### src/rtl/lut_ctrl_consts.svh
/*
  widths, clamp limits and field positions of the lut index control stage
  sample width assumes 8-bit elements summed over a 9-element window
  index fields are 10 bits, so clamp limits must stay below 1024
*/
`ifndef LUT_CTRL_CONSTS_SVH
`define LUT_CTRL_CONSTS_SVH

// sample and offset-subtracted value
`define LUT_DATA_W        21
`define LUT_WIDE_W        22

// table entry fields
`define LUT_FRAC_W        16
`define LUT_INDEX_W       10
`define LUT_START_W       38

// clamp limits, X is the exponent/linear table
`define LUT_LE_MAX_INDEX  64
`define LUT_LO_MAX_INDEX  256

// config field widths, shift code sign sits at bit 5
`define LUT_SHIFT_W       8
`define LUT_IDX_OFS_W     8
`define LUT_SHIFT_SIGN    5

`endif

### src/rtl/lut_ctrl_pkg.sv
/*
  shared types of the lut index control stage
  entry layout matches the dp2lut bus: oflow, uflow, frac, then index
  cfg fields are quasi-static and must not change with samples in flight
*/
`default_nettype none
`include "lut_ctrl_consts.svh"

package lut_pkg;

  // plain vectors
  typedef logic [`LUT_DATA_W-1:0]           lut_data_t;
  typedef logic [`LUT_WIDE_W-1:0]           lut_wide_t;
  typedef logic [`LUT_FRAC_W-1:0]           lut_frac_t;
  typedef logic [`LUT_INDEX_W-1:0]          lut_index_t;
  typedef logic [`LUT_START_W-1:0]          lut_start_t;
  typedef logic [`LUT_SHIFT_W-1:0]          lut_shift_t;
  typedef logic signed [`LUT_IDX_OFS_W-1:0] lut_idx_ofs_t;

  // value after window subtract, also reused for exponent/index
  typedef struct packed {
    logic      uflow;
    lut_wide_t value;
  } lut_win_t;

  // 18-bit info word
  typedef struct packed {
    logic      oflow;
    logic      uflow;
    lut_frac_t frac;
  } lut_info_t;

  // 28-bit table entry
  typedef struct packed {
    lut_info_t  info;
    lut_index_t index;
  } lut_entry_t;

  typedef struct packed {
    logic         le_exp;
    lut_start_t   le_start;
    lut_idx_ofs_t le_index_offset;
    lut_shift_t   le_index_select;
    lut_start_t   lo_start;
    lut_shift_t   lo_index_select;
    logic         sqsum_bypass;
  } lut_cfg_t;

endpackage

`default_nettype wire

### src/rtl/lut_window_offset.sv
/*
  input fork plus X and Y window start subtraction, one register stage
  only the low 22 bits of each start register are used, as a signed value
  both paths accept together so X and Y never drift apart
*/
`timescale 1ns/10ps
`default_nettype none
`include "lut_ctrl_consts.svh"

module lut_window_offset (
  input  logic                nvdla_core_clk,
  input  logic                nvdla_core_rstn,
  input  logic                in_pvld,
  output logic                in_prdy,
  input  lut_pkg::lut_data_t  in_pd,
  input  lut_pkg::lut_start_t le_start,
  input  lut_pkg::lut_start_t lo_start,
  input  logic                sqsum_bypass,
  output logic                x_pvld,
  input  logic                x_prdy,
  output lut_pkg::lut_win_t   x_pd,
  output logic                y_pvld,
  input  logic                y_prdy,
  output lut_pkg::lut_win_t   y_pd
);
  import lut_pkg::*;

  lut_wide_t datin_ext;
  logic      x_acc;
  logic      y_acc;
  logic      load;

  // at or below start gives uflow and a zero value
  function automatic lut_win_t win_sub(lut_wide_t din, lut_start_t start);
    lut_wide_t start_lo;
    lut_win_t  res;
    start_lo = start[`LUT_WIDE_W-1:0];
    if ($signed(din) <= $signed(start_lo)) begin
      res.uflow = 1'b1;
      res.value = '0;
    end else begin
      res.uflow = 1'b0;
      res.value = din - start_lo;
    end
    return res;
  endfunction

  // bypass mode feeds a signed sample
  assign datin_ext = sqsum_bypass ? {in_pd[`LUT_DATA_W-1], in_pd} : {1'b0, in_pd};

  ////////////////////////////////////////
  // fork interlock
  assign x_acc   = ~x_pvld | x_prdy;
  assign y_acc   = ~y_pvld | y_prdy;
  assign in_prdy = x_acc & y_acc;
  assign load    = in_pvld & in_prdy;

  always_ff @(posedge nvdla_core_clk or negedge nvdla_core_rstn) begin
    if (!nvdla_core_rstn) begin
      x_pvld <= 1'b0;
      y_pvld <= 1'b0;
    end else begin
      if (load) begin
        x_pvld <= 1'b1;
      end else if (x_prdy) begin
        x_pvld <= 1'b0;
      end
      if (load) begin
        y_pvld <= 1'b1;
      end else if (y_prdy) begin
        y_pvld <= 1'b0;
      end
    end
  end

  always_ff @(posedge nvdla_core_clk) begin
    if (load) begin
      x_pd <= win_sub(datin_ext, le_start);
      y_pd <= win_sub(datin_ext, lo_start);
    end
  end

endmodule

`default_nettype wire

### src/rtl/lut_exp_index.sv
/*
  X path log2 and index offset, two register stages
  in linear mode both stages pass the value through
  exponent of the leading one is at most 21, offset is 8-bit signed
*/
`timescale 1ns/10ps
`default_nettype none
`include "lut_ctrl_consts.svh"

module lut_exp_index (
  input  logic                  nvdla_core_clk,
  input  logic                  nvdla_core_rstn,
  input  logic                  in_pvld,
  output logic                  in_prdy,
  input  lut_pkg::lut_win_t     in_pd,
  input  logic                  le_exp,
  input  lut_pkg::lut_idx_ofs_t le_index_offset,
  output logic                  out_pvld,
  input  logic                  out_prdy,
  output lut_pkg::lut_win_t     out_pd,
  output lut_pkg::lut_frac_t    out_frac
);
  import lut_pkg::*;

  localparam int pos_w = $clog2(`LUT_WIDE_W);

  logic             log_pvld;
  logic             log_prdy;
  lut_win_t         log_pd;
  lut_frac_t        log_frac;
  logic [pos_w-1:0] lead_pos;
  lut_wide_t        lead_norm;
  lut_wide_t        ofs_ext;
  logic             ofs_uflow;
  logic             load_log;
  logic             load_out;

  ////////////////////////////////////////
  // stage a, leading one search
  always_comb begin
    lead_pos = '0;
    // highest set bit wins, values 0 and 1 give 0
    for (int i = 1; i < `LUT_WIDE_W; i++) begin
      if (in_pd.value[i]) begin
        lead_pos = pos_w'(i);
      end
    end
    // leading one moved to the msb, bits below it form the fraction
    lead_norm = in_pd.value << (`LUT_WIDE_W - 1 - lead_pos);
  end

  assign log_prdy = ~out_pvld | out_prdy;
  assign in_prdy  = ~log_pvld | log_prdy;
  assign load_log = in_pvld & in_prdy;
  assign load_out = log_pvld & log_prdy;

  always_ff @(posedge nvdla_core_clk) begin
    if (load_log) begin
      log_pd.uflow <= in_pd.uflow;
      if (le_exp && !in_pd.uflow) begin
        log_pd.value <= lut_wide_t'(lead_pos);
        log_frac     <= lead_norm[`LUT_WIDE_W-2 -: `LUT_FRAC_W];
      end else begin
        // uflow already carries a zero value
        log_pd.value <= in_pd.value;
        log_frac     <= '0;
      end
    end
  end

  ////////////////////////////////////////
  // stage b, signed index offset
  assign ofs_ext = {{(`LUT_WIDE_W-`LUT_IDX_OFS_W){le_index_offset[`LUT_IDX_OFS_W-1]}},
                    le_index_offset};
  // positive offset above the exponent underflows the table
  assign ofs_uflow = le_exp & ~le_index_offset[`LUT_IDX_OFS_W-1] & (log_pd.value < ofs_ext);

  always_ff @(posedge nvdla_core_clk) begin
    if (load_out) begin
      out_frac     <= log_frac;
      out_pd.uflow <= log_pd.uflow | ofs_uflow;
      if (log_pd.uflow || ofs_uflow) begin
        out_pd.value <= '0;
      end else if (le_exp) begin
        out_pd.value <= log_pd.value - ofs_ext;
      end else begin
        out_pd.value <= log_pd.value;
      end
    end
  end

  always_ff @(posedge nvdla_core_clk or negedge nvdla_core_rstn) begin
    if (!nvdla_core_rstn) begin
      log_pvld <= 1'b0;
      out_pvld <= 1'b0;
    end else begin
      if (load_log) begin
        log_pvld <= 1'b1;
      end else if (log_prdy) begin
        log_pvld <= 1'b0;
      end
      if (load_out) begin
        out_pvld <= 1'b1;
      end else if (out_prdy) begin
        out_pvld <= 1'b0;
      end
    end
  end

endmodule

`default_nettype wire

### src/rtl/lut_index_scale.sv
/*
  shift and clamp of a table index, one register stage
  shift code is the low 6 bits of index_select, signed, negative shifts left
  frac_pass forces a zero shift and takes in_frac as the entry fraction
  max_index must fit the 10-bit index field
*/
`timescale 1ns/10ps
`default_nettype none
`include "lut_ctrl_consts.svh"

module lut_index_scale #(
  parameter int max_index = 64
) (
  input  logic                nvdla_core_clk,
  input  logic                nvdla_core_rstn,
  input  logic                in_pvld,
  output logic                in_prdy,
  input  lut_pkg::lut_win_t   in_pd,
  input  lut_pkg::lut_frac_t  in_frac,
  input  logic                frac_pass,
  input  lut_pkg::lut_shift_t index_select,
  output logic                out_pvld,
  input  logic                out_prdy,
  output lut_pkg::lut_entry_t out_pd
);
  import lut_pkg::*;

  // largest left shift is 32
  localparam int shl_max = 1 << `LUT_SHIFT_SIGN;
  localparam int raw_w   = `LUT_WIDE_W + shl_max;

  logic [`LUT_SHIFT_SIGN:0]            code;
  logic [`LUT_SHIFT_SIGN:0]            amt;
  logic                                shift_left;
  logic [raw_w-1:0]                    shl_val;
  logic [`LUT_WIDE_W+`LUT_FRAC_W-1:0]  shr_val;
  logic [raw_w-1:0]                    raw_index;
  lut_entry_t                          entry;
  logic                                load;

  assign code       = frac_pass ? '0 : index_select[`LUT_SHIFT_SIGN:0];
  assign shift_left = code[`LUT_SHIFT_SIGN];
  // magnitude of the signed code
  assign amt        = shift_left ? (~code + 1'b1) : code;

  assign shl_val   = raw_w'(in_pd.value) << amt;
  // right shift keeps 16 bits below the binary point
  assign shr_val   = {in_pd.value, {`LUT_FRAC_W{1'b0}}} >> amt;
  assign raw_index = shift_left ? shl_val
                                : raw_w'(shr_val[`LUT_WIDE_W+`LUT_FRAC_W-1:`LUT_FRAC_W]);

  always_comb begin
    entry.info.uflow = in_pd.uflow;
    if (in_pd.uflow) begin
      entry.index      = '0;
      entry.info.oflow = 1'b0;
    end else if (raw_index >= raw_w'(max_index)) begin
      // saturate at the last table entry
      entry.index      = lut_index_t'(max_index);
      entry.info.oflow = 1'b1;
    end else begin
      entry.index      = raw_index[`LUT_INDEX_W-1:0];
      entry.info.oflow = 1'b0;
    end
    if (frac_pass) begin
      entry.info.frac = in_frac;
    end else if (shift_left) begin
      entry.info.frac = '0;
    end else begin
      entry.info.frac = shr_val[`LUT_FRAC_W-1:0];
    end
  end

  ////////////////////////////////////////
  // output stage
  assign in_prdy = ~out_pvld | out_prdy;
  assign load    = in_pvld & in_prdy;

  always_ff @(posedge nvdla_core_clk or negedge nvdla_core_rstn) begin
    if (!nvdla_core_rstn) begin
      out_pvld <= 1'b0;
    end else if (load) begin
      out_pvld <= 1'b1;
    end else if (out_prdy) begin
      out_pvld <= 1'b0;
    end
  end

  always_ff @(posedge nvdla_core_clk) begin
    if (load) begin
      out_pd <= entry;
    end
  end

endmodule

`default_nettype wire

### src/rtl/lut_output_join.sv
/*
  Y alignment pipe and the X/Y output interlock
  Y is delayed by two registers to line up with the longer X path
  X side has no register here, its last stage sits in the scaler
*/
`timescale 1ns/10ps
`default_nettype none

module lut_output_join (
  input  logic                nvdla_core_clk,
  input  logic                nvdla_core_rstn,
  input  logic                x_pvld,
  output logic                x_prdy,
  input  lut_pkg::lut_entry_t x_pd,
  input  logic                y_pvld,
  output logic                y_prdy,
  input  lut_pkg::lut_entry_t y_pd,
  output logic                dp2lut_pvld,
  input  logic                dp2lut_prdy,
  output lut_pkg::lut_entry_t dp2lut_x,
  output lut_pkg::lut_entry_t dp2lut_y
);
  import lut_pkg::*;

  logic       y1_pvld;
  logic       y1_prdy;
  lut_entry_t y1_pd;
  logic       y2_pvld;
  logic       y2_prdy;
  lut_entry_t y2_pd;
  logic       load_y1;
  logic       load_y2;

  ////////////////////////////////////////
  // interlock, each side pops only on a joint transfer
  assign y2_prdy     = dp2lut_prdy & x_pvld;
  assign x_prdy      = dp2lut_prdy & y2_pvld;
  assign dp2lut_pvld = x_pvld & y2_pvld;
  assign dp2lut_x    = x_pd;
  assign dp2lut_y    = y2_pd;

  // y pipe
  assign y1_prdy = ~y2_pvld | y2_prdy;
  assign y_prdy  = ~y1_pvld | y1_prdy;
  assign load_y1 = y_pvld & y_prdy;
  assign load_y2 = y1_pvld & y1_prdy;

  always_ff @(posedge nvdla_core_clk or negedge nvdla_core_rstn) begin
    if (!nvdla_core_rstn) begin
      y1_pvld <= 1'b0;
      y2_pvld <= 1'b0;
    end else begin
      if (load_y1) begin
        y1_pvld <= 1'b1;
      end else if (y1_prdy) begin
        y1_pvld <= 1'b0;
      end
      if (load_y2) begin
        y2_pvld <= 1'b1;
      end else if (y2_prdy) begin
        y2_pvld <= 1'b0;
      end
    end
  end

  always_ff @(posedge nvdla_core_clk) begin
    if (load_y1) begin
      y1_pd <= y_pd;
    end
    if (load_y2) begin
      y2_pd <= y1_pd;
    end
  end

endmodule

`default_nettype wire

### src/rtl/lut_ctrl_top.sv
/*
  lut index control top, sum-of-squares sample in, X and Y entries out
  4 cycle latency without back-pressure, up to 4 samples in flight
  cfg is not captured here and must hold while samples are in flight
*/
`timescale 1ns/10ps
`default_nettype none
`include "lut_ctrl_consts.svh"

module lut_ctrl_top (
  input  logic                nvdla_core_clk,
  input  logic                nvdla_core_rstn,
  input  logic                sum2itp_pvld,
  output logic                sum2itp_prdy,
  input  lut_pkg::lut_data_t  sum2itp_pd,
  input  lut_pkg::lut_cfg_t   cfg,
  output logic                dp2lut_pvld,
  input  logic                dp2lut_prdy,
  output lut_pkg::lut_entry_t dp2lut_x,
  output lut_pkg::lut_entry_t dp2lut_y
);
  import lut_pkg::*;

  // window outputs
  logic       x_win_pvld;
  logic       x_win_prdy;
  lut_win_t   x_win_pd;
  logic       y_win_pvld;
  logic       y_win_prdy;
  lut_win_t   y_win_pd;
  // X after log2 and index offset
  logic       x_idx_pvld;
  logic       x_idx_prdy;
  lut_win_t   x_idx_pd;
  lut_frac_t  x_idx_frac;
  // scaled entries
  logic       x_ent_pvld;
  logic       x_ent_prdy;
  lut_entry_t x_ent_pd;
  logic       y_ent_pvld;
  logic       y_ent_prdy;
  lut_entry_t y_ent_pd;

  lut_window_offset u_window (
    .nvdla_core_clk (nvdla_core_clk),
    .nvdla_core_rstn(nvdla_core_rstn),
    .in_pvld        (sum2itp_pvld),
    .in_prdy        (sum2itp_prdy),
    .in_pd          (sum2itp_pd),
    .le_start       (cfg.le_start),
    .lo_start       (cfg.lo_start),
    .sqsum_bypass   (cfg.sqsum_bypass),
    .x_pvld         (x_win_pvld),
    .x_prdy         (x_win_prdy),
    .x_pd           (x_win_pd),
    .y_pvld         (y_win_pvld),
    .y_prdy         (y_win_prdy),
    .y_pd           (y_win_pd)
  );

  lut_exp_index u_x_exp (
    .nvdla_core_clk (nvdla_core_clk),
    .nvdla_core_rstn(nvdla_core_rstn),
    .in_pvld        (x_win_pvld),
    .in_prdy        (x_win_prdy),
    .in_pd          (x_win_pd),
    .le_exp         (cfg.le_exp),
    .le_index_offset(cfg.le_index_offset),
    .out_pvld       (x_idx_pvld),
    .out_prdy       (x_idx_prdy),
    .out_pd         (x_idx_pd),
    .out_frac       (x_idx_frac)
  );

  // X table, log2 fraction taken in exponent mode
  lut_index_scale #(.max_index(`LUT_LE_MAX_INDEX)) u_x_scale (
    .nvdla_core_clk (nvdla_core_clk),
    .nvdla_core_rstn(nvdla_core_rstn),
    .in_pvld        (x_idx_pvld),
    .in_prdy        (x_idx_prdy),
    .in_pd          (x_idx_pd),
    .in_frac        (x_idx_frac),
    .frac_pass      (cfg.le_exp),
    .index_select   (cfg.le_index_select),
    .out_pvld       (x_ent_pvld),
    .out_prdy       (x_ent_prdy),
    .out_pd         (x_ent_pd)
  );

  // Y table is linear only
  lut_index_scale #(.max_index(`LUT_LO_MAX_INDEX)) u_y_scale (
    .nvdla_core_clk (nvdla_core_clk),
    .nvdla_core_rstn(nvdla_core_rstn),
    .in_pvld        (y_win_pvld),
    .in_prdy        (y_win_prdy),
    .in_pd          (y_win_pd),
    .in_frac        ('0),
    .frac_pass      (1'b0),
    .index_select   (cfg.lo_index_select),
    .out_pvld       (y_ent_pvld),
    .out_prdy       (y_ent_prdy),
    .out_pd         (y_ent_pd)
  );

  lut_output_join u_join (
    .nvdla_core_clk (nvdla_core_clk),
    .nvdla_core_rstn(nvdla_core_rstn),
    .x_pvld         (x_ent_pvld),
    .x_prdy         (x_ent_prdy),
    .x_pd           (x_ent_pd),
    .y_pvld         (y_ent_pvld),
    .y_prdy         (y_ent_prdy),
    .y_pd           (y_ent_pd),
    .dp2lut_pvld    (dp2lut_pvld),
    .dp2lut_prdy    (dp2lut_prdy),
    .dp2lut_x       (dp2lut_x),
    .dp2lut_y       (dp2lut_y)
  );

endmodule

`default_nettype wire

### config.mk
export PLATFORM = sky130hd
export DESIGN_NAME = lut_ctrl_top
export DESIGN_NICKNAME = d
export VERILOG_FILES = /design/src/rtl/lut_ctrl_pkg.sv /design/src/rtl/lut_window_offset.sv /design/src/rtl/lut_exp_index.sv /design/src/rtl/lut_index_scale.sv /design/src/rtl/lut_output_join.sv /design/src/rtl/lut_ctrl_top.sv
export VERILOG_INCLUDE_DIRS = /design/src /design/src/rtl
export SDC_FILE = /design/constraint.sdc
export NUM_CORES = 1
export LEC_CHECK = 0
export BUFFER_PORTS_ARGS = -buffer_cell sky130_fd_sc_hd__buf_2
export CORE_MARGIN = 2
export CORE_UTILIZATION = 66
export CTS_BUF_LIST = sky130_fd_sc_hd__clkbuf_16
export CTS_CLUSTER_DIAMETER = 120
export DETAILED_ROUTE_END_ITERATION = 10
export GPL_ROUTABILITY_DRIVEN = 0
export PLACE_DENSITY_LB_ADDON = 0.12
export SLEW_MARGIN = 20
export SYNTH_ARGS = -nofsm -noshare
export SYNTH_HDL_FRONTEND = slang
export SYNTH_SLANG_ARGS = --single-unit
### constraint.sdc
create_clock -name nvdla_core_clk -period 10.88 [get_ports nvdla_core_clk]
set_clock_uncertainty 0.2 [all_clocks]
set_input_delay 1.632 -clock nvdla_core_clk [delete_from_list [all_inputs] [get_ports nvdla_core_clk]]
set_output_delay 1.632 -clock nvdla_core_clk [all_outputs]
set_load 0.01 [all_outputs]
==> flow_metrics.py, run 1 <==
metrics = {
    "sta": {
        "finalHoldViolCount": 0,
        "post-route-period-util": 0.6129,
        "drv_slew": 0,
        "setup_viol": 0,
        "rsz0062_at_grt": "no",
        "period_needed_ps": 6668,
        "fmax_ghz": 0.1500,
        "worst_pin_slew_ps": 1011,
        "maxSlewHeadroom": 0.3211,
        "tns_ps": 0,
        "hold_slack_ps": 213.5,
    },
    "global_routing": {
        "gr-total-overflow": 0,
        "antenna_found_initial": 0,
        "track_usage": 0.3019,
        "grt_pass1_vias": 14581,
        "grt_start_max_net_pins": 68,
        "grt_pass1_wl_um": 75130,
    },
    "power_and_ir_drop": {
        "power_leakage_uw": 0.008438,
        "vdd_drop_max_v": 0.0001455,
        "power.density_nw_per_um2": 234.5,
    },
    "logic_synthesis": {
        "post-synth-top-area-cell": "edfxtp_1",
        "synth-seq-area-share": 0.3883,
        "syn_area_um2": 18770,
        "synthCells": 2038,
        "synthArstFlopShare": 0.03279,
        "ys.flop_type": "edfxtp_1",
        "yosysWarnings": 0,
        "synth_area_leaders": "edfxtp_1 (38%), mux2i_1 (8.6%), ha_1 (4.6%)",
        "post-synth-top-count-cell": "edfxtp_1",
        "syn-mean-instance-area_um2": 9.208,
        "yosysUniqueCellTypes": 95,
        "synth_top_cells_by_count": "edfxtp_1 (236), nor2_1 (205), nand2_1 (192)",
        "synth_edf_count": 236,
        "yosysTopAreaCellShare": 0.3776,
        "ys_ff_latch": 244,
    },
    "detailed_routing": {
        "wl_um": 46830,
        "detail-route-antenna-nets": 0,
        "viasPerCell": 6.534,
        "drt_first_pass_iters": 9,
        "drt_iter0_markers": 1904,
        "wl_per_cell_um": 18.59,
        "vias": 16458,
        "drc": 0,
    },
    "critical_path": {
        "cp_cell_sequence": "buf_2, buf_4, inv_2, ha_1, nand2b_4, xnor2_4, buf_4, mux4_2, nor2_1, nand2_1, a2111oi_0, o211ai_1, a221oi_1, o211ai_1, nor2_1",
        "slowest_delay_ps": 690,
        "cp-end-kind": "register",
        "start_kind": "primary input",
        "crit_fanout": 57,
        "critPathKind": "in -> reg",
        "worstPathArrival_ps": 6830,
        "critPathSlowestCell": "xnor2_4",
        "cp.required_ps": 11040,
    },
    "cells_and_area": {
        "syn_to_final_growth_pct": 9.114,
        "nets": 2321,
        "diodes": 0,
        "fin_cells": 2519,
        "layout-drive-gt1-share": 0.1345,
    },
    "cts": {
        "clock-sinks": 244,
        "cts_resized": 0,
        "path_clk_slew_ps": 60,
        "cts_buffer_depth": 3,
        "cts_tree": "done",
        "post_cts_buffers": 0,
        "insertion_delay_ps": 530,
        "clockRootBuffer": "clkbuf_16",
        "cts_buffers": 25,
        "htree_levels": 1,
        "hold_buffers": 0,
    },
    "placement": {
        "portBuffers": 148,
        "dp_hpwl_um": 35120,
        "dp.cells": 2473,
    },
    "status": {
        "status": "completed",
    },
    "hold_path": {
        "holdCritPathClass": "reg -> reg",
    },
    "floorplan": {
        "start_util": 0.6737,
        "die_h_um": 172.6,
        "die_area_um2": 29800,
        "coreArea_um2": 27860,
        "boundaryPins": 185,
        "num_rows": 61,
        "die_w_um": 172.6,
    },
    "job": {
        "max_cap_violations": 0,
    },
}
[state kept, by name, indices dropped and copies added (netlist names)]
name / count
u_x_exp.out_frac: 16
u_window.x_pd: 23
u_window.y_pd: 23
u_y_scale.out_pd: 28
u_x_scale.out_pd: 28
u_x_scale.out_pvld: 1
u_x_exp.log_frac: 16
u_x_exp.log_pd: 23
u_x_exp.out_pvld: 1
u_x_exp.log_pvld: 1
u_join.y1_pvld: 1
u_y_scale.out_pvld: 1
u_join.y2_pvld: 1
u_join.y1_pd: 28
u_x_exp.out_pd: 23
u_join.dp2lut_y: 28
u_window.y_pvld: 1
u_window.x_pvld: 1
[cell families after synthesis]
kind of cell    synth area share
simple gates              0.1816
compound gates            0.1937
fa+ha+maj                0.04920
mux                       0.1123
xor+xnor                 0.02740
other cells            0.0001998
buf+inv                  0.04727
flops                     0.3883
[routing by layer]
metal | up-vias | routed length, µm | GRT usage
met5 | - | 0 | 0
met4 | 0 | 1951 | 0.1072
met3 | 169 | 4471 | 0.04244
met2 | 986 | 20680 | 0.4687
met1 | 7526 | 19730 | 0.4357
li1 | 7777 | - | -
[metrics by stage]
step	instance area [µm²]	setup slack (ps)	util	total power, µW
2_1_floorplan	18780	5133	-	3340
6_report	20480	4212	0.7351	4802
3_3_place_gp	19690	3935	0.7069	3884
5_1_grt	20480	3866	0.7351	5086
4_1_cts	20470	4406	0.7349	4759
3_5_place_dp	19690	3873	0.7069	3955
[critical path, delay by kind of cell]
kind                       cells  cell delay, ps
buffers and inverters          4            1320
muxes                          1             620
and+or+nand+nor                4             760
adders and majority gates      1             410
AOI/OAI and AO/OA              4            1350
xor gates and xnor gates       1             690
[worst paths after layout]
check / start / endpoint / slack (ps) / depth (start not counted)
worst max-delay path: cfg[1] / u_y_scale.out_pd[4]$_SDFFCE_PP0P_ / 4210 / 15
worst min-delay path: u_join.y1_pd[21]$_DFFE_PP_ / u_join.dp2lut_y[21]$_DFFE_PP_ / 210 / 0
worst max register to register: u_window.x_pd[4]$_SDFFCE_PP0P_ / u_x_exp.log_frac[12]$_SDFFCE_PP0P_ / 6010 / 11
worst min register to register: u_join.y1_pd[21]$_DFFE_PP_ / u_join.dp2lut_y[21]$_DFFE_PP_ / 210 / 0
max in group asynchronous: nvdla_core_rstn / u_window.y_pvld$_DFFE_PN0P_ / 9560 / 1
min in group asynchronous: nvdla_core_rstn / u_y_scale.out_pvld$_DFFE_PN0P_ / 750 / 1
[power breakdown]
| part | internal, µW | switching (µW) | leakage (µW) |
|---|---|---|---|
| clock | 448 | 347 | 0.000381 |
| sequential | 1600 | 246 | 0.00240 |
| combinational | 798 | 1360 | 0.00565 |
| total | 2850 | 1960 | 0.00844 |
[placed cells by master (no fill, tap or decap), types with 8 or more instances in the layout]
cell / netlist / final
nor2b_1: 34 / 32
o31ai_1: 18 / 16
clkbuf_16: 0 / 25
nand3_1: 52 / 52
and3b_1: 11 / 11
a21o_1: 36 / 36
nand4_1: 16 / 16
and3_1: 17 / 17
nand2b_1: 26 / 26
xor2_1: 22 / 22
buf_4: 7 / 25
clkinv_1: 0 / 9
or3_1: 13 / 13
inv_1: 88 / 89
a31oi_1: 32 / 32
nor3_1: 58 / 58
a211oi_1: 36 / 36
mux2_2: 18 / 18
edfxtp_1: 236 / 236
o21ai_0: 106 / 106
nor4_1: 8 / 8
o22ai_1: 10 / 10
o21a_1: 20 / 20
a21oi_1: 153 / 153
and2_1: 38 / 36
o211ai_1: 17 / 17
mux4_2: 9 / 9
buf_2: 26 / 148
xnor2_1: 33 / 31
a221oi_1: 8 / 8
a22oi_1: 18 / 18
ha_1: 69 / 69
mux2i_1: 162 / 162
dfrtp_1: 8 / 8
nand2_1: 192 / 192
nor2_1: 205 / 204
[final cells by class]
| type | instances | area (µm²) |
|---|---|---|
| timing repair buffer | 173 | 928.4 |
| clock buffer | 25 | 625.6 |
| sequential | 244 | 7287 |
| fill | 2033 | 7381 |
| tap | 378 | 473.0 |
| inverter | 90 | 342.8 |
| clock inverter | 21 | 152.6 |
| multi-input combinational | 1588 | 10670 |
No activity file was read; power rests on OpenSTA's default activity.
==> inputs of run 2 (changes only) <==
- ABC_AREA: not set -> 1
- CORE_UTILIZATION: 66 -> 55
- clock period: 10.88 -> 5.4 ns (I/O delays scaled with it)
==> run 2 against run 1 <==
Compared with the run above: synthesized area shrank 3.9%; cell count grew 18%; via count shrank 0.35%; power grew 87%; register-to-register slack lost 4700 ps; final area shrank 2.9%; combinational power grew 73%; synthesized cell count grew 19%; setup slack lost 2900 ps; sequential power grew 87%; die area grew 15%.
==> flow_metrics.py, run 2 <==
metrics = {
    "status": {
        "status": "completed",
    },
    "critical_path": {
        "crit_fanout": 23,
        "start_kind": "register",
        "cp_cell_sequence": "o21ai_0, nand3_1, nand3_1, nand3_1, nand3_1, nand3_1, nand2_1, nand3_1, nand2_1, buf_4, inv_1, buf_4, ha_1, nand2_1, inv_1, nor2_1, inv_1, nor2_1, inv_1, nor2_1, inv_1, a21oi_1, a21o_1",
        "critPathSlowestCell": "edfxtp_1",
        "critPathKind": "reg -> reg",
        "cp.required_ps": 5600,
        "crit_buf_inv": 7,
        "worstPathArrival_ps": 4260,
        "cp-end-kind": "register",
        "cp_top_family": "simple AND/OR/NAND/NOR gates",
        "cpMostUsedCell": "nand3_1",
        "slowest_delay_ps": 410,
    },
    "floorplan": {
        "die_w_um": 185.1,
        "die_area_um2": 34240,
        "start_util": 0.5569,
        "coreArea_um2": 32370,
        "num_rows": 66,
        "die_h_um": 185.1,
        "boundaryPins": 185,
    },
    "global_routing": {
        "antenna_found_initial": 0,
        "grt_pass1_wl_um": 73170,
        "track_usage": 0.2627,
        "gr-total-overflow": 0,
        "grt_start_max_net_pins": 56,
        "grt_pass1_vias": 14817,
    },
    "detailed_routing": {
        "drt_first_pass_iters": 6,
        "drt_iter0_markers": 1507,
        "wl_per_cell_um": 14.86,
        "viasPerCell": 5.509,
        "wl_met3_um": 3281,
        "wl_um": 44240,
        "vias": 16401,
        "detail-route-antenna-nets": 0,
        "drc": 0,
        "wl_met1_um": 20440,
        "wl_met2_um": 18860,
        "dr.max_layer_used": "met4",
    },
    "cells_and_area": {
        "mostFrequentLayoutCell": "nand2_1",
        "final_cell_mix": "nand2_1 (634), inv_1 (270), o21ai_0 (251), edfxtp_1 (236), nor2_1 (232)",
        "syn_to_final_growth_pct": 10.28,
        "nets": 2714,
        "diodes": 0,
        "final_cell_area_um2": 19880,
        "layout-drive-gt1-share": 0.1034,
    },
    "sta": {
        "worst_pin_slew_ps": 1007,
        "maxSlewHeadroom": 0.3281,
        "hold_slack_ps": 213.6,
        "rsz0062_at_grt": "no",
        "post-route-period-util": 0.7513,
        "finalHoldViolCount": 0,
        "period_needed_ps": 4057,
        "setup_viol": 0,
        "drv_slew": 0,
        "fmax_ghz": 0.2465,
        "tns_ps": 0,
    },
    "logic_synthesis": {
        "syn_area_um2": 18030,
        "synth-seq-area-share": 0.4042,
        "syn-mean-instance-area_um2": 7.459,
        "post-synth-top-area-cell": "edfxtp_1",
        "yosysWarnings": 0,
        "yosysUniqueCellTypes": 67,
        "ys.flop_type": "edfxtp_1",
        "synth_area_leaders": "edfxtp_1 (39%), nand2_1 (13%), o21ai_0 (7.0%)",
        "synth_top_cells_by_count": "nand2_1 (634), inv_1 (267), o21ai_0 (251)",
        "post-synth-top-count-cell": "nand2_1",
        "synthCells": 2417,
        "synth_edf_count": 236,
        "synthArstFlopShare": 0.03279,
        "ys_ff_latch": 244,
        "yosysTopAreaCellShare": 0.3931,
    },
    "cts": {
        "cts_tree": "done",
        "cts_buffers": 26,
        "clock-sinks": 244,
        "hold_buffers": 1,
        "insertion_delay_ps": 530,
        "post_cts_buffers": 0,
        "cts_resized": 0,
        "clockRootBuffer": "clkbuf_16",
        "path_clk_slew_ps": 60,
        "htree_levels": 1,
        "cts_buffer_depth": 3,
    },
    "power_and_ir_drop": {
        "power_leakage_uw": 0.008987,
        "finalPower_uw": 8987,
        "vdd_drop_max_v": 0.0002354,
        "power.density_nw_per_um2": 452.0,
    },
    "placement": {
        "postPlaceCellArea_um2": 19000,
        "portBuffers": 148,
        "dp_hpwl_um": 34440,
    },
    "job": {
        "max_cap_violations": 0,
    },
    "hold_path": {
        "holdCritPathClass": "reg -> reg",
    },
}
-- run 2: path summary, 6_finish.rpt --
check / depth (start not counted) / slack, ps / endpoint / from
min in group asynchronous: 2 / 460 / u_join.y2_pvld$_DFFE_PN0P_ / nvdla_core_rstn
worst min register to register: 0 / 210 / u_x_exp.out_frac[15]$_DFFE_PP_ / u_x_exp.log_frac[15]$_SDFFCE_PP0P_
worst max-delay path: 23 / 1340 / u_x_exp.log_frac[4]$_SDFFCE_PP0P_ / u_window.x_pd[3]$_SDFFCE_PP0P_
max in group asynchronous: 2 / 4360 / u_x_exp.log_pvld$_DFFE_PN0P_ / nvdla_core_rstn
worst max register to register: 23 / 1340 / u_x_exp.log_frac[4]$_SDFFCE_PP0P_ / u_window.x_pd[3]$_SDFFCE_PP0P_
worst min-delay path: 0 / 210 / u_x_exp.out_frac[15]$_DFFE_PP_ / u_x_exp.log_frac[15]$_SDFFCE_PP0P_
-- run 2: cells by family after synthesis --
logic type               count (synthesis)  synth area share
buffers and inverters                  385           0.08869
AO/OA/AOI/OAI                          582            0.1831
XOR/XNOR                                42           0.02082
other                                    1         0.0002080
AND/OR/NAND/NOR                       1083            0.2473
multiplexers                             8          0.004442
flip-flops                             244            0.4042
adder cells (fa/ha/maj)                 72           0.05122
-- run 2: final cells by class --
type,count,area (µm²)
clock buffer,26,650.6
fill,2990,12490
multi-input combinational,1791,9176
clock inverter,22,225.2
sequential,244,7287
tap,442,553.0
timing repair buffer,176,953.4
inverter,276,1036
-- run 2: worst reg2reg max path, delay by kind of cell, from the launching register on --
family / cells / cell delay [ps]
AO/OA/AOI/OAI: 3 / 490
adder cells (fa/ha/maj): 1 / 230
buffers and inverters: 7 / 1180
flip-flops: 1 / 410
AND/OR/NAND/NOR: 12 / 1430
-- run 2: where the power goes --
part           internal, µW  total [µW]  switching (µW)
sequential             3150        3460             302
clock                  1070        1790             718
combinational          1180        3740            2560
total                  5410        8990            3580
-- run 2: metal layers --
layer	global-route usage	up-vias
met5	0	-
met4	0.1019	0
met3	0.02458	104
met2	0.4040	664
met1	0.3841	7259
li1	-	8374
-- run 2: metrics by stage --
stage | setup WS, ps | util | instances
after global placement | 1011 | 0.5868 | 2928
after global routing | 913.6 | 0.6142 | 2977
final | 1343 | 0.6142 | 2977
after CTS | 1343 | 0.6142 | 2977
after detailed placement | 924.8 | 0.5868 | 2928
after floorplan | 293.9 | - | 2420
==> inputs of run 3 (changes only) <==
- clock period: 5.4 -> 3.7 ns (I/O delays scaled with it)
==> run 3 against run 2 <==
Compared with the run above: non-clock buffer count rose by 78; setup slack got worse by 950 ps; register-to-register slack got worse by 950 ps; first-iteration DRC count rose by 8.6%; sequential share of layout area fell by 1.2 points; critical path depth fell by 6; largest power group unchanged.
==> flow_metrics.py, run 3 (synthesis gave the netlist of run 2 again) <==
metrics = {
    "detailed_routing": {
        "drc": 0,
        "wl_per_cell_um": 14.85,
        "viasPerCell": 5.530,
        "drt_first_pass_iters": 6,
        "drt_iter0_markers": 1637,
        "wl_um": 45280,
        "detail-route-antenna-nets": 0,
        "vias": 16865,
    },
    "floorplan": {
        "coreArea_um2": 32370,
        "start_util": 0.5569,
        "die_area_um2": 34240,
        "boundaryPins": 185,
        "die_w_um": 185.1,
        "num_rows": 66,
        "die_h_um": 185.1,
    },
    "sta": {
        "post-route-period-util": 0.8929,
        "worst_pin_slew_ps": 1023,
        "finalHoldViolCount": 0,
        "fmax_ghz": 0.3027,
        "setup_viol": 0,
        "drv_slew": 0,
        "hold_slack_ps": 169.9,
        "maxSlewHeadroom": 0.3175,
        "period_needed_ps": 3304,
        "rsz0062_at_grt": "no",
    },
    "critical_path": {
        "crit_fanout": 26,
        "rrSetupSlack_ps": 400,
        "r2r_start": "u_x_exp.log_pd[2]$_DFFE_PP_",
        "crit_buf_inv": 5,
        "start_kind": "primary input",
        "slowest_delay_ps": 360,
        "cp.required_ps": 3870,
        "rr_worst_depth": 16,
        "cp_top_family": "simple AND/OR/NAND/NOR gates",
        "cp-end-kind": "register",
        "cp_cell_sequence": "buf_2, inv_2, ha_1, nand2_1, o21ai_4, buf_4, o21ai_0, a31oi_1, nand2_1, o21ai_0, inv_1, nor4_1, buf_4, o221ai_1, nor3_4, nand3b_2, nor2_1",
        "worstReg2RegEnd": "u_x_exp.out_pd[19]$_SDFFCE_PP0P_",
        "critPathSlowestCell": "nor4_1",
        "worstPathArrival_ps": 3470,
        "critPathKind": "in -> reg",
    },
    "global_routing": {
        "gr-total-overflow": 0,
        "track_usage": 0.2686,
        "antenna_found_initial": 0,
        "grt_pass1_vias": 15230,
        "grt_start_max_net_pins": 57,
        "grt_pass1_wl_um": 74560,
    },
    "hold_path": {
        "worstHoldStart": "dp2lut_prdy",
        "hold_path_end": "u_join.y2_pvld$_DFFE_PN0P_",
        "holdPathStages": 4,
        "holdCritPathClass": "in -> reg",
    },
    "cts": {
        "htree_levels": 1,
        "insertion_delay_ps": 530,
        "cts_buffers": 24,
        "clockRootBuffer": "clkbuf_16",
        "clock-sinks": 244,
        "cts_buffer_depth": 3,
        "path_clk_slew_ps": 60,
        "post_cts_buffers": 0,
        "cts_tree": "done",
    },
    "cells_and_area": {
        "n_fill_cell": 2881,
        "mostFrequentLayoutCell": "nand2_1",
        "final_cell_area_um2": 20570,
        "syn_to_final_growth_pct": 14.07,
        "nets": 2790,
        "diodes": 0,
        "layout-drive-gt1-share": 0.1285,
        "postLayoutCoreUtil": 0.6353,
        "final_cell_mix": "nand2_1 (634), inv_1 (272), o21ai_0 (251), edfxtp_1 (236), nor2_1 (232)",
    },
    "status": {
        "status": "completed",
    },
    "placement": {
        "dp_hpwl_um": 35810,
        "postPlaceCellArea_um2": 19730,
        "portBuffers": 148,
    },
    "power_and_ir_drop": {
        "power.density_nw_per_um2": 647.2,
        "vdd_drop_max_v": 0.0004623,
        "power_leakage_uw": 0.009402,
        "finalPower_uw": 13310,
    },
    "job": {
        "max_cap_violations": 0,
    },
}
run 3: final cells by class:
class,count,area [µm²],share of cell area
Inverter,276,1036,0.05037
Multi-Input combinational cell,1791,9183,0.4465
Timing Repair Buffer,254,1677,0.08152
Tap cell,442,553.0,0.02689
Clock buffer,24,600.6,0.02920
Clock inverter,19,230.2,0.01119
Sequential cell,244,7287,0.3543
run 3: tightest hold or removal path: cells and delay by family:
kind	cells	cell delay, ps
buffers and inverters	2	160
AO/OA/AOI/OAI	1	90
AND/OR/NAND/NOR	1	50
run 3: worst max path at each step:
stage	cells after the start	slack, ps	from	end
CTS	17	450	u_x_exp.log_pd[2]$_DFFE_PP_	u_x_exp.out_pd[21]$_SDFFCE_PP0P_
detailed placement	17	-70	cfg[1]	u_y_scale.out_pd[7]$_SDFFCE_PP0P_
finish	17	400	cfg[1]	u_y_scale.out_pd[7]$_SDFFCE_PP0P_
floorplan	8	260	dp2lut_prdy	u_window.x_pd[0]$_SDFFCE_PP0P_
global placement	17	-50	cfg[1]	u_y_scale.out_pd[7]$_SDFFCE_PP0P_
global route	20	60	u_window.x_pd[3]$_SDFFCE_PP0P_	u_x_exp.log_frac[10]$_SDFFCE_PP0P_
run 3: report_power, final:
group          total [µW]  switching (µW)  internal (µW)
Clock                2530             999           1530
Sequential           5050             448           4600
Combinational        5730            3800           1940
run 3: stage by stage:
step           cells  setup TNS, ps  setup slack (ps)
2_1_floorplan   2420              0             257.4
3_3_place_gp    3006         -108.8            -52.40
3_5_place_dp    3006         -359.0            -66.33
4_1_cts         3050              0             448.4
5_1_grt         3050              0             59.36
6_report        3050              0             396.4
run 3: routing by layer:
metal / track usage / up-vias / routed length, µm
met4: 0.09429 / 0 / 1551
met3: 0.02576 / 94 / 3281
met5: 0 / - / 0
met2: 0.4264 / 752 / 19890
li1: - / 8537 / -
met1: 0.3851 / 7482 / 20550
run 3: repair_timing:
item                                   4_1_cts  5_1_grt
endpoints found under the hold margin        8        0
resized for setup                            0        0
hold buffers                                 1        0
